[config.mk]
export PLATFORM = sky130hd
export DESIGN_NAME = eeprom_ctrl_top
export DESIGN_NICKNAME = d
export VERILOG_FILES = /design/src/hw/eeprom_pkg.sv /design/src/hw/i2c_byte_if.sv /design/src/hw/i2c_bit_engine.sv /design/src/hw/eeprom_sequencer.sv /design/src/hw/eeprom_ctrl_top.sv
export SDC_FILE = /design/constraint.sdc
export NUM_CORES = 1
export LEC_CHECK = 0
export ABC_AREA = 1
export BUFFER_PORTS_ARGS = -buffer_cell sky130_fd_sc_hd__buf_4
export CAP_MARGIN = 15
export CORE_ASPECT_RATIO = 2
export CORE_MARGIN = 2
export CORE_UTILIZATION = 40
export CTS_CLUSTER_DIAMETER = 100
export DETAILED_ROUTE_END_ITERATION = 6
export SLEW_MARGIN = 20
export SYNTH_ARGS = -nofsm -noshare
export SYNTH_HDL_FRONTEND = slang
export SYNTH_SLANG_ARGS = --single-unit
export TNS_END_PERCENT = 50
[constraint.sdc]
create_clock -name CLK -period 5.7 [get_ports CLK]
set_clock_uncertainty 0.15 [all_clocks]
set_input_delay 0.57 -clock CLK [delete_from_list [all_inputs] [get_ports CLK]]
set_output_delay 0.57 -clock CLK [all_outputs]
set_load 0.02 [all_outputs]
[src/hw/eeprom_pkg.sv]
package eeprom_pkg;

    // bus timing, one SCL period is four quarters
    localparam int CLKS_PER_QUARTER = 4;

    localparam int ADDR_W = 11;   // 2 KB device
    localparam int DATA_W = 8;

    // control byte prefix for serial EEPROMs
    localparam logic [3:0] DEVICE_CODE = 4'b1010;

    // bit engine commands, OP_START doubles as repeated start
    typedef enum logic [1:0] {
        OP_START,
        OP_STOP,
        OP_WRITE,
        OP_READ
    } bit_op_t;

    // transaction sequencer states
    typedef enum logic [3:0] {
        S_IDLE,
        S_START,
        S_CTRL_W,
        S_ADDR,
        S_DATA_W,
        S_RESTART,
        S_CTRL_R,
        S_DATA_R,
        S_STOP,
        S_RESP
    } seq_state_t;

endpackage

[src/hw/i2c_byte_if.sv]
`timescale 1ns/1ps

interface i2c_byte_if;

    logic                          cmd_valid;
    logic                          cmd_ready;
    eeprom_pkg::bit_op_t           cmd_op;
    logic [eeprom_pkg::DATA_W-1:0] cmd_wdata;
    logic                          cmd_mack;   // 1 = nack after a read
    logic                          done;       // one cycle at command end
    logic [eeprom_pkg::DATA_W-1:0] rdata;
    logic                          ack_in;     // slave ack bit, 0 = ack

    modport seq (
        output cmd_valid, cmd_op, cmd_wdata, cmd_mack,
        input  cmd_ready, done, rdata, ack_in
    );

    modport engine (
        input  cmd_valid, cmd_op, cmd_wdata, cmd_mack,
        output cmd_ready, done, rdata, ack_in
    );

endinterface

[src/hw/i2c_bit_engine.sv]
`timescale 1ns/1ps

module i2c_bit_engine (
    input  logic       CLK,
    input  logic       RESET,
    input  logic       sda_in,
    output logic       scl,
    output logic       sda_pull,
    i2c_byte_if.engine bus
);

    logic                                          busy;
    logic                                          done_q;
    logic                                          ack_q;
    logic [$clog2(eeprom_pkg::CLKS_PER_QUARTER)-1:0] qcnt;
    logic [1:0]                                    quarter;
    logic [3:0]                                    bitcnt;
    logic [3:0]                                    last_bit;
    logic                                          quarter_end;
    logic                                          pull_q1;

    eeprom_pkg::bit_op_t                           op_q;
    logic [eeprom_pkg::DATA_W-1:0]                 shreg;
    logic                                          mack_q;

    assign quarter_end = (32'(qcnt) == eeprom_pkg::CLKS_PER_QUARTER - 1);

    // start and stop are a single SCL period, bytes take nine
    assign last_bit = (op_q == eeprom_pkg::OP_START || op_q == eeprom_pkg::OP_STOP) ?
                      4'd0 : 4'd8;

    // scl low in quarters 0 and 1, bus idles high
    assign scl = !busy || quarter[1];

    assign bus.cmd_ready = !busy;
    assign bus.done      = done_q;
    assign bus.rdata     = shreg;
    assign bus.ack_in    = ack_q;

    // sda level set at the start of quarter 1
    always_comb
    begin
        case (op_q)
            eeprom_pkg::OP_START:
            begin
                pull_q1 = 1'b0;               // release while scl low
            end
            eeprom_pkg::OP_STOP:
            begin
                pull_q1 = 1'b1;
            end
            eeprom_pkg::OP_WRITE:
            begin
                if (bitcnt == 4'd8)
                    pull_q1 = 1'b0;           // let the slave ack
                else
                    pull_q1 = ~shreg[7];
            end
            default:
            begin
                if (bitcnt == 4'd8)
                    pull_q1 = ~mack_q;
                else
                    pull_q1 = 1'b0;
            end
        endcase
    end

    always_ff @(posedge CLK)
    begin
        if (RESET)
        begin
            busy     <= 1'b0;
            done_q   <= 1'b0;
            sda_pull <= 1'b0;
            qcnt     <= '0;
            quarter  <= 2'd0;
            bitcnt   <= 4'd0;
        end
        else
        begin
            done_q <= 1'b0;
            if (!busy)
            begin
                if (bus.cmd_valid)
                begin
                    busy    <= 1'b1;
                    qcnt    <= '0;
                    quarter <= 2'd0;
                    bitcnt  <= 4'd0;
                end
            end
            else if (quarter_end)
            begin
                qcnt    <= '0;
                quarter <= quarter + 2'd1;
                if (quarter == 2'd0)
                    sda_pull <= pull_q1;
                // start and stop edges fall in the scl high half
                if (quarter == 2'd2 && last_bit == 4'd0)
                    sda_pull <= (op_q == eeprom_pkg::OP_START);
                if (quarter == 2'd3)
                begin
                    if (bitcnt == last_bit)
                    begin
                        busy   <= 1'b0;
                        done_q <= 1'b1;
                    end
                    else
                    begin
                        bitcnt <= bitcnt + 4'd1;
                    end
                end
            end
            else
            begin
                qcnt <= qcnt + 1'b1;
            end
        end
    end

    // command latch and shifter, sampled at the end of quarter 2
    always_ff @(posedge CLK)
    begin
        if (!busy && bus.cmd_valid)
        begin
            op_q   <= bus.cmd_op;
            shreg  <= bus.cmd_wdata;
            mack_q <= bus.cmd_mack;
        end
        else if (busy && quarter_end && quarter == 2'd2)
        begin
            if (bitcnt == 4'd8)
                ack_q <= sda_in;
            else if (last_bit == 4'd8)
                shreg <= {shreg[eeprom_pkg::DATA_W-2:0], sda_in}; // msb first
        end
    end

endmodule

[src/hw/eeprom_sequencer.sv]
`timescale 1ns/1ps

module eeprom_sequencer (
    input  logic                          CLK,
    input  logic                          RESET,
    input  logic                          req_valid,
    input  logic                          req_write,
    input  logic [eeprom_pkg::ADDR_W-1:0] req_addr,
    input  logic [eeprom_pkg::DATA_W-1:0] req_wdata,
    output logic                          req_ready,
    output logic                          rsp_valid,
    output logic [eeprom_pkg::DATA_W-1:0] rsp_rdata,
    output logic                          rsp_nack,
    i2c_byte_if.seq                       bus
);

    eeprom_pkg::seq_state_t        state;
    eeprom_pkg::seq_state_t        state_next;
    eeprom_pkg::bit_op_t           op;
    logic [eeprom_pkg::DATA_W-1:0] wdata;
    logic                          cmd_valid_q;
    logic                          nack;
    logic                          nack_hit;
    logic                          accept;

    logic                          wr_q;
    logic [eeprom_pkg::ADDR_W-1:0] addr_q;
    logic [eeprom_pkg::DATA_W-1:0] wdata_q;
    logic [eeprom_pkg::DATA_W-1:0] rdata_q;

    assign accept    = req_valid && (state == eeprom_pkg::S_IDLE);
    assign req_ready = (state == eeprom_pkg::S_IDLE);
    assign rsp_valid = (state == eeprom_pkg::S_RESP);
    assign rsp_rdata = rdata_q;
    assign rsp_nack  = nack;

    // slave left the ack bit high after one of our bytes
    assign nack_hit  = bus.done && bus.ack_in && (op == eeprom_pkg::OP_WRITE);

    assign bus.cmd_valid = cmd_valid_q;
    assign bus.cmd_op    = op;
    assign bus.cmd_wdata = wdata;
    assign bus.cmd_mack  = 1'b1;      // single byte read always ends in nack

    // command for the current state
    always_comb
    begin
        op    = eeprom_pkg::OP_WRITE;
        wdata = '0;
        case (state)
            eeprom_pkg::S_START, eeprom_pkg::S_RESTART:
            begin
                op = eeprom_pkg::OP_START;
            end
            eeprom_pkg::S_CTRL_W:
            begin
                wdata = {eeprom_pkg::DEVICE_CODE, addr_q[eeprom_pkg::ADDR_W-1:8], 1'b0};
            end
            eeprom_pkg::S_ADDR:
            begin
                wdata = addr_q[7:0];
            end
            eeprom_pkg::S_DATA_W:
            begin
                wdata = wdata_q;
            end
            eeprom_pkg::S_CTRL_R:
            begin
                wdata = {eeprom_pkg::DEVICE_CODE, addr_q[eeprom_pkg::ADDR_W-1:8], 1'b1};
            end
            eeprom_pkg::S_DATA_R:
            begin
                op = eeprom_pkg::OP_READ;
            end
            eeprom_pkg::S_STOP:
            begin
                op = eeprom_pkg::OP_STOP;
            end
            default:
            begin
                op = eeprom_pkg::OP_WRITE;
            end
        endcase
    end

    always_comb
    begin
        state_next = state;
        case (state)
            eeprom_pkg::S_IDLE:
            begin
                if (req_valid)
                    state_next = eeprom_pkg::S_START;
            end
            eeprom_pkg::S_START:
            begin
                if (bus.done)
                    state_next = eeprom_pkg::S_CTRL_W;
            end
            eeprom_pkg::S_CTRL_W:
            begin
                if (bus.done)
                    state_next = nack_hit ? eeprom_pkg::S_STOP : eeprom_pkg::S_ADDR;
            end
            eeprom_pkg::S_ADDR:
            begin
                if (nack_hit || (bus.done && wr_q))
                    state_next = nack_hit ? eeprom_pkg::S_STOP : eeprom_pkg::S_DATA_W;
                else if (bus.done)
                    state_next = eeprom_pkg::S_RESTART;
            end
            eeprom_pkg::S_DATA_W:
            begin
                if (bus.done)
                    state_next = eeprom_pkg::S_STOP;
            end
            eeprom_pkg::S_RESTART:
            begin
                if (bus.done)
                    state_next = eeprom_pkg::S_CTRL_R;
            end
            eeprom_pkg::S_CTRL_R:
            begin
                if (bus.done)
                    state_next = nack_hit ? eeprom_pkg::S_STOP : eeprom_pkg::S_DATA_R;
            end
            eeprom_pkg::S_DATA_R:
            begin
                if (bus.done)
                    state_next = eeprom_pkg::S_STOP;
            end
            eeprom_pkg::S_STOP:
            begin
                if (bus.done)
                    state_next = eeprom_pkg::S_RESP;
            end
            default:
            begin
                state_next = eeprom_pkg::S_IDLE;   // S_RESP lasts one cycle
            end
        endcase
    end

    always_ff @(posedge CLK)
    begin
        if (RESET)
        begin
            state       <= eeprom_pkg::S_IDLE;
            cmd_valid_q <= 1'b0;
            nack        <= 1'b0;
        end
        else
        begin
            state <= state_next;
            if (bus.cmd_valid && bus.cmd_ready)
                cmd_valid_q <= 1'b0;
            else if (state_next != state && state_next != eeprom_pkg::S_RESP &&
                     state_next != eeprom_pkg::S_IDLE)
                cmd_valid_q <= 1'b1;           // every other state issues a command
            if (accept)
                nack <= 1'b0;
            else if (nack_hit)
                nack <= 1'b1;
        end
    end

    // request and read data capture
    always_ff @(posedge CLK)
    begin
        if (accept)
        begin
            wr_q    <= req_write;
            addr_q  <= req_addr;
            wdata_q <= req_wdata;
        end
        if (state == eeprom_pkg::S_DATA_R && bus.done)
            rdata_q <= bus.rdata;
    end

endmodule

[src/hw/eeprom_ctrl_top.sv]
`timescale 1ns/1ps

module eeprom_ctrl_top (
    input  logic                          CLK,
    input  logic                          RESET,
    input  logic                          req_valid,
    input  logic                          req_write,
    input  logic [eeprom_pkg::ADDR_W-1:0] req_addr,
    input  logic [eeprom_pkg::DATA_W-1:0] req_wdata,
    output logic                          req_ready,
    output logic                          rsp_valid,
    output logic [eeprom_pkg::DATA_W-1:0] rsp_rdata,
    output logic                          rsp_nack,
    output logic                          scl,
    output logic                          sda_pull,   // high pulls sda low
    input  logic                          sda_in
);

    i2c_byte_if u_byte_if ();

    eeprom_sequencer u_sequencer (
        .CLK       (CLK),
        .RESET     (RESET),
        .req_valid (req_valid),
        .req_write (req_write),
        .req_addr  (req_addr),
        .req_wdata (req_wdata),
        .req_ready (req_ready),
        .rsp_valid (rsp_valid),
        .rsp_rdata (rsp_rdata),
        .rsp_nack  (rsp_nack),
        .bus       (u_byte_if.seq)
    );

    i2c_bit_engine u_bit_engine (
        .CLK      (CLK),
        .RESET    (RESET),
        .sda_in   (sda_in),
        .scl      (scl),
        .sda_pull (sda_pull),
        .bus      (u_byte_if.engine)
    );

endmodule

==> summary.txt <==
Detailed routing
  • Vias: 1910
  • DR WL met2: roughly 2900 um
  • Drt drc: 0
  • Vias per cell: about 4.7
  • Routed wire length: just under 5000 um
  • DRT met1 WL: 1790 um
  • Post-DRT Antenna Nets: 0
  • First DRT Iteration DRCs: 66
  • 1st-pass router iterations: 4
  • Top sig layer: met4
  • Drt wl/cell: 12.3 um
  • Met3 wire length: 120 um

Layout
  • ANT cells: 0
  • Fraction of layout cells with a size suffix above 1: 21.1%
  • Final net count: around 350
  • Final Util: 49.4%
  • Area grow syn2layout: 19.9%

Placement
  • Place WS: 3.64 ns
  • Hpwl dp: ~4000 um
  • Global placer's final weighted congestion: between 0.8 and 0.9
  • Port Buf Inserts: 36

Global route
  • Tot GR Track Use: between 10% and 20%
  • Vias in the first global route: 1892
  • Initial antenna violation count: 0
  • First-pass GRT wire length: between 8000 and 9000 um
  • Pin count of the biggest net entering global routing: 22
  • Gr ovfl total: 0

Timing
  • # setup viols final: 0
  • Max transition margin: 50.1%
  • FMAX: between 400 and 500 MHz
  • Period utilization: 35.9%
  • Fin. Hold Viols: 0
  • Tmin final: 2.04 ns
  • RSZ-0062 raised after global routing: false
  • Slew @ Worst Pin: about 0.74 ns
  • Hold slack: roughly 0.3 ns
  • Pins Over Slew Limit: 0
  • Setup WS post-layout: about 3.7 ns
  • TNS Setup: 0 ns

Floorplanning
  • Die area: between 0.007 and 0.008 mm^2
  • Chip width: between 60 and 70 um
  • I/O pins: 37
  • Row cnt: 41
  • Die height: approximately 120 um
  • Starting utilization of the core area: roughly two fifths
  • Core ar.: between 0.006 and 0.007 mm^2

Clock tree
  • Num CTS Buffers: 5
  • Hold_buf cts: 0
  • CTS Buffer Depth: 2
  • Root Driver: clkbuf_16
  • Clock latency on the worst-skew pair: 0.30 ns
  • H-tree level count: 2
  • CTS tree: yes
  • Post-CTS Setup Bufs: 0
  • Cts repair resizes: 0
  • Clock sink count: between 50 and 60
  • Clock transition at path regs: about 0.08 ns

Min path
  • HP Class: input port to register
  • Hold path depth: 1

Critical path
  • Crit path max fanout: 8
  • CP endpoint kind: register
  • CP Class: register to register
  • Critical Path RT: 5.48 ns
  • Critical Path AT: around 1.8 ns
  • FF-to-FF path depth: 4
  • Crit start category: register

Yosys
  • Area leader, netlist: edfxtp_1
  • Synthesized Nets: 310
  • Post-synthesis average cell area: ~9.4 um^2
  • Async SR Flop Fraction: 0%
  • Mapped Cells: about 280
  • Ranking of synthesized cells by area: edfxtp_1 45%, dfxtp_1 13%, nand2_1 11%
  • Post-synth top flop: edfxtp_1
  • Cell with the most instances after synthesis: nand2_1
  • Post-synth EDFFs: 39
  • Share of the synthesized area in the top cell type: 45.0%
  • Synth warnings: 0
  • Sequential-to-total area share from yosys stat: 58.1%
  • Yosys cell types: 32
  • Synth Cell Area: between 0.002 and 0.003 mm^2
  • Yosys reg bits: between 50 and 60
  • Top cells by count, synth: 79 x nand2_1, 39 x edfxtp_1, 31 x inv_1

Pwr
  • Power Total: between 800 and 900 uW
  • P_int: ~660 uW
  • Switching fraction of total power: 23.5%
  • Leakage: roughly 0.0014 uW
  • Register share of total power: roughly 55%
  • Clock network fraction of total power: 37.2%
  • Worst vdd ir: 0.000273 V
  • Combinational share of power: slightly above 8%
  • PD cells: about 270 mW/mm^2
  • Net Switching: roughly 200 uW

Job
  • Max Cap Viol: 0

Outcome
  • Status: complete, no violations
==> placed cells by master, fill, tap and decap left out, types with 2 or more instances in the layout <==
cell,synthesis,routed
nand2_2,7,7
dfxtp_1,17,17
nand3_1,9,9
inv_6,0,2
a221oi_1,2,2
nand2_1,79,79
edfxtp_1,39,39
inv_2,5,5
o21ai_0,7,7
buf_4,1,36
inv_1,31,31
a211oi_1,2,2
ha_1,9,9
clkbuf_16,0,5
nor3_1,6,6
nor2_2,4,4
a22o_1,2,2
a21oi_1,12,12
nor2_1,28,28
==> power by group through the flow <==
stage | Combinational, uW | Sequential [uW] | Clock (uW)
2_1_floorplan | 47.1 | 474 | 0
3_3_place_gp | 69.6 | 478 | 0
3_5_place_dp | 70.9 | 479 | 0
4_1_cts | 71.4 | 469 | 324
5_1_grt | 78.8 | 471 | 343
6_report | 69.3 | 469 | 318
==> per-layer routing <==
metal,global-route usage [%],vias to the layer above
li1,-,990
met1,16.0,877
met2,27.0,33
met3,2.42,10
met4,8.70,0
met5,0,-
==> path summary, 6_finish.rpt <==
| kind | slack (ns) | end | start |
|---|---|---|---|
| hold / removal | 0.30 | u_sequencer.wdata_q[2] | req_wdata[2] |
| setup reg to reg | 3.66 | u_bit_engine.bus.rdata[3] | u_bit_engine.op_q[0] |
| hold reg to reg | 0.31 | u_sequencer.rsp_rdata[5] | u_bit_engine.bus.rdata[5] |
| setup / recovery | 3.66 | u_bit_engine.bus.rdata[3] | u_bit_engine.op_q[0] |
==> flip-flops by register name, summed over array words and instances, names as in the netlist <==
| name | count |
|---|---|
| u_sequencer.addr_q | 11 |
| u_bit_engine.bus.rdata | 8 |
| u_sequencer.rsp_rdata | 8 |
| u_sequencer.wdata_q | 8 |
| u_bit_engine.bitcnt | 4 |
| u_sequencer.state | 4 |
| u_bit_engine.op_q | 2 |
| u_bit_engine.qcnt | 2 |
| u_bit_engine.quarter | 2 |
| u_bit_engine.bus.ack_in | 1 |
| u_bit_engine.bus.done | 1 |
| u_bit_engine.busy | 1 |
| u_bit_engine.sda_pull | 1 |
| u_sequencer.bus.cmd_valid | 1 |
| u_sequencer.rsp_nack | 1 |
| u_sequencer.wr_q | 1 |
==> worst max-delay path, cell delays in order, from the launching register on <==
cell,delay (ns)
edfxtp_1,0.40
ha_1,0.23
nor2_1,0.14
inv_1,0.09
o31ai_2,0.67
==> per-stage QoR <==
| stage | cell area [um^2] | std cells |
|---|---|---|
| after detailed placement | 2970 | 395 |
| final | 3120 | 403 |
| after floorplan | 2600 | 277 |
| after CTS | 3120 | 403 |
| after global routing | 3120 | 403 |
| after global placement | 2960 | 395 |
==> layout make-up <==
cell class / count / area [um^2]
Clock inverter: 3 / 28.8
Multi-Input combinational cell: 180 / 937
Timing Repair Buffer: 36 / 270
Tap cell: 86 / 108
Inverter: 37 / 139
Fill cell: 617 / 3190
Clock buffer: 5 / 125
Sequential cell: 56 / 1510
==> kinds of logic (layout without fill, tap and decap cells) <==
group | Yosys count | after routing | synth area share (%)
XOR/XNOR | 1 | 1 | 0.337
AND/OR/NAND/NOR | 139 | 139 | 23.7
buffers and inverters | 41 | 81 | 6.06
AO/OA/AOI/OAI | 31 | 31 | 7.46
flip-flops | 56 | 56 | 58.1
adder cells (fa/ha/maj) | 9 | 9 | 4.33
(Power assumes the default switching activity.)
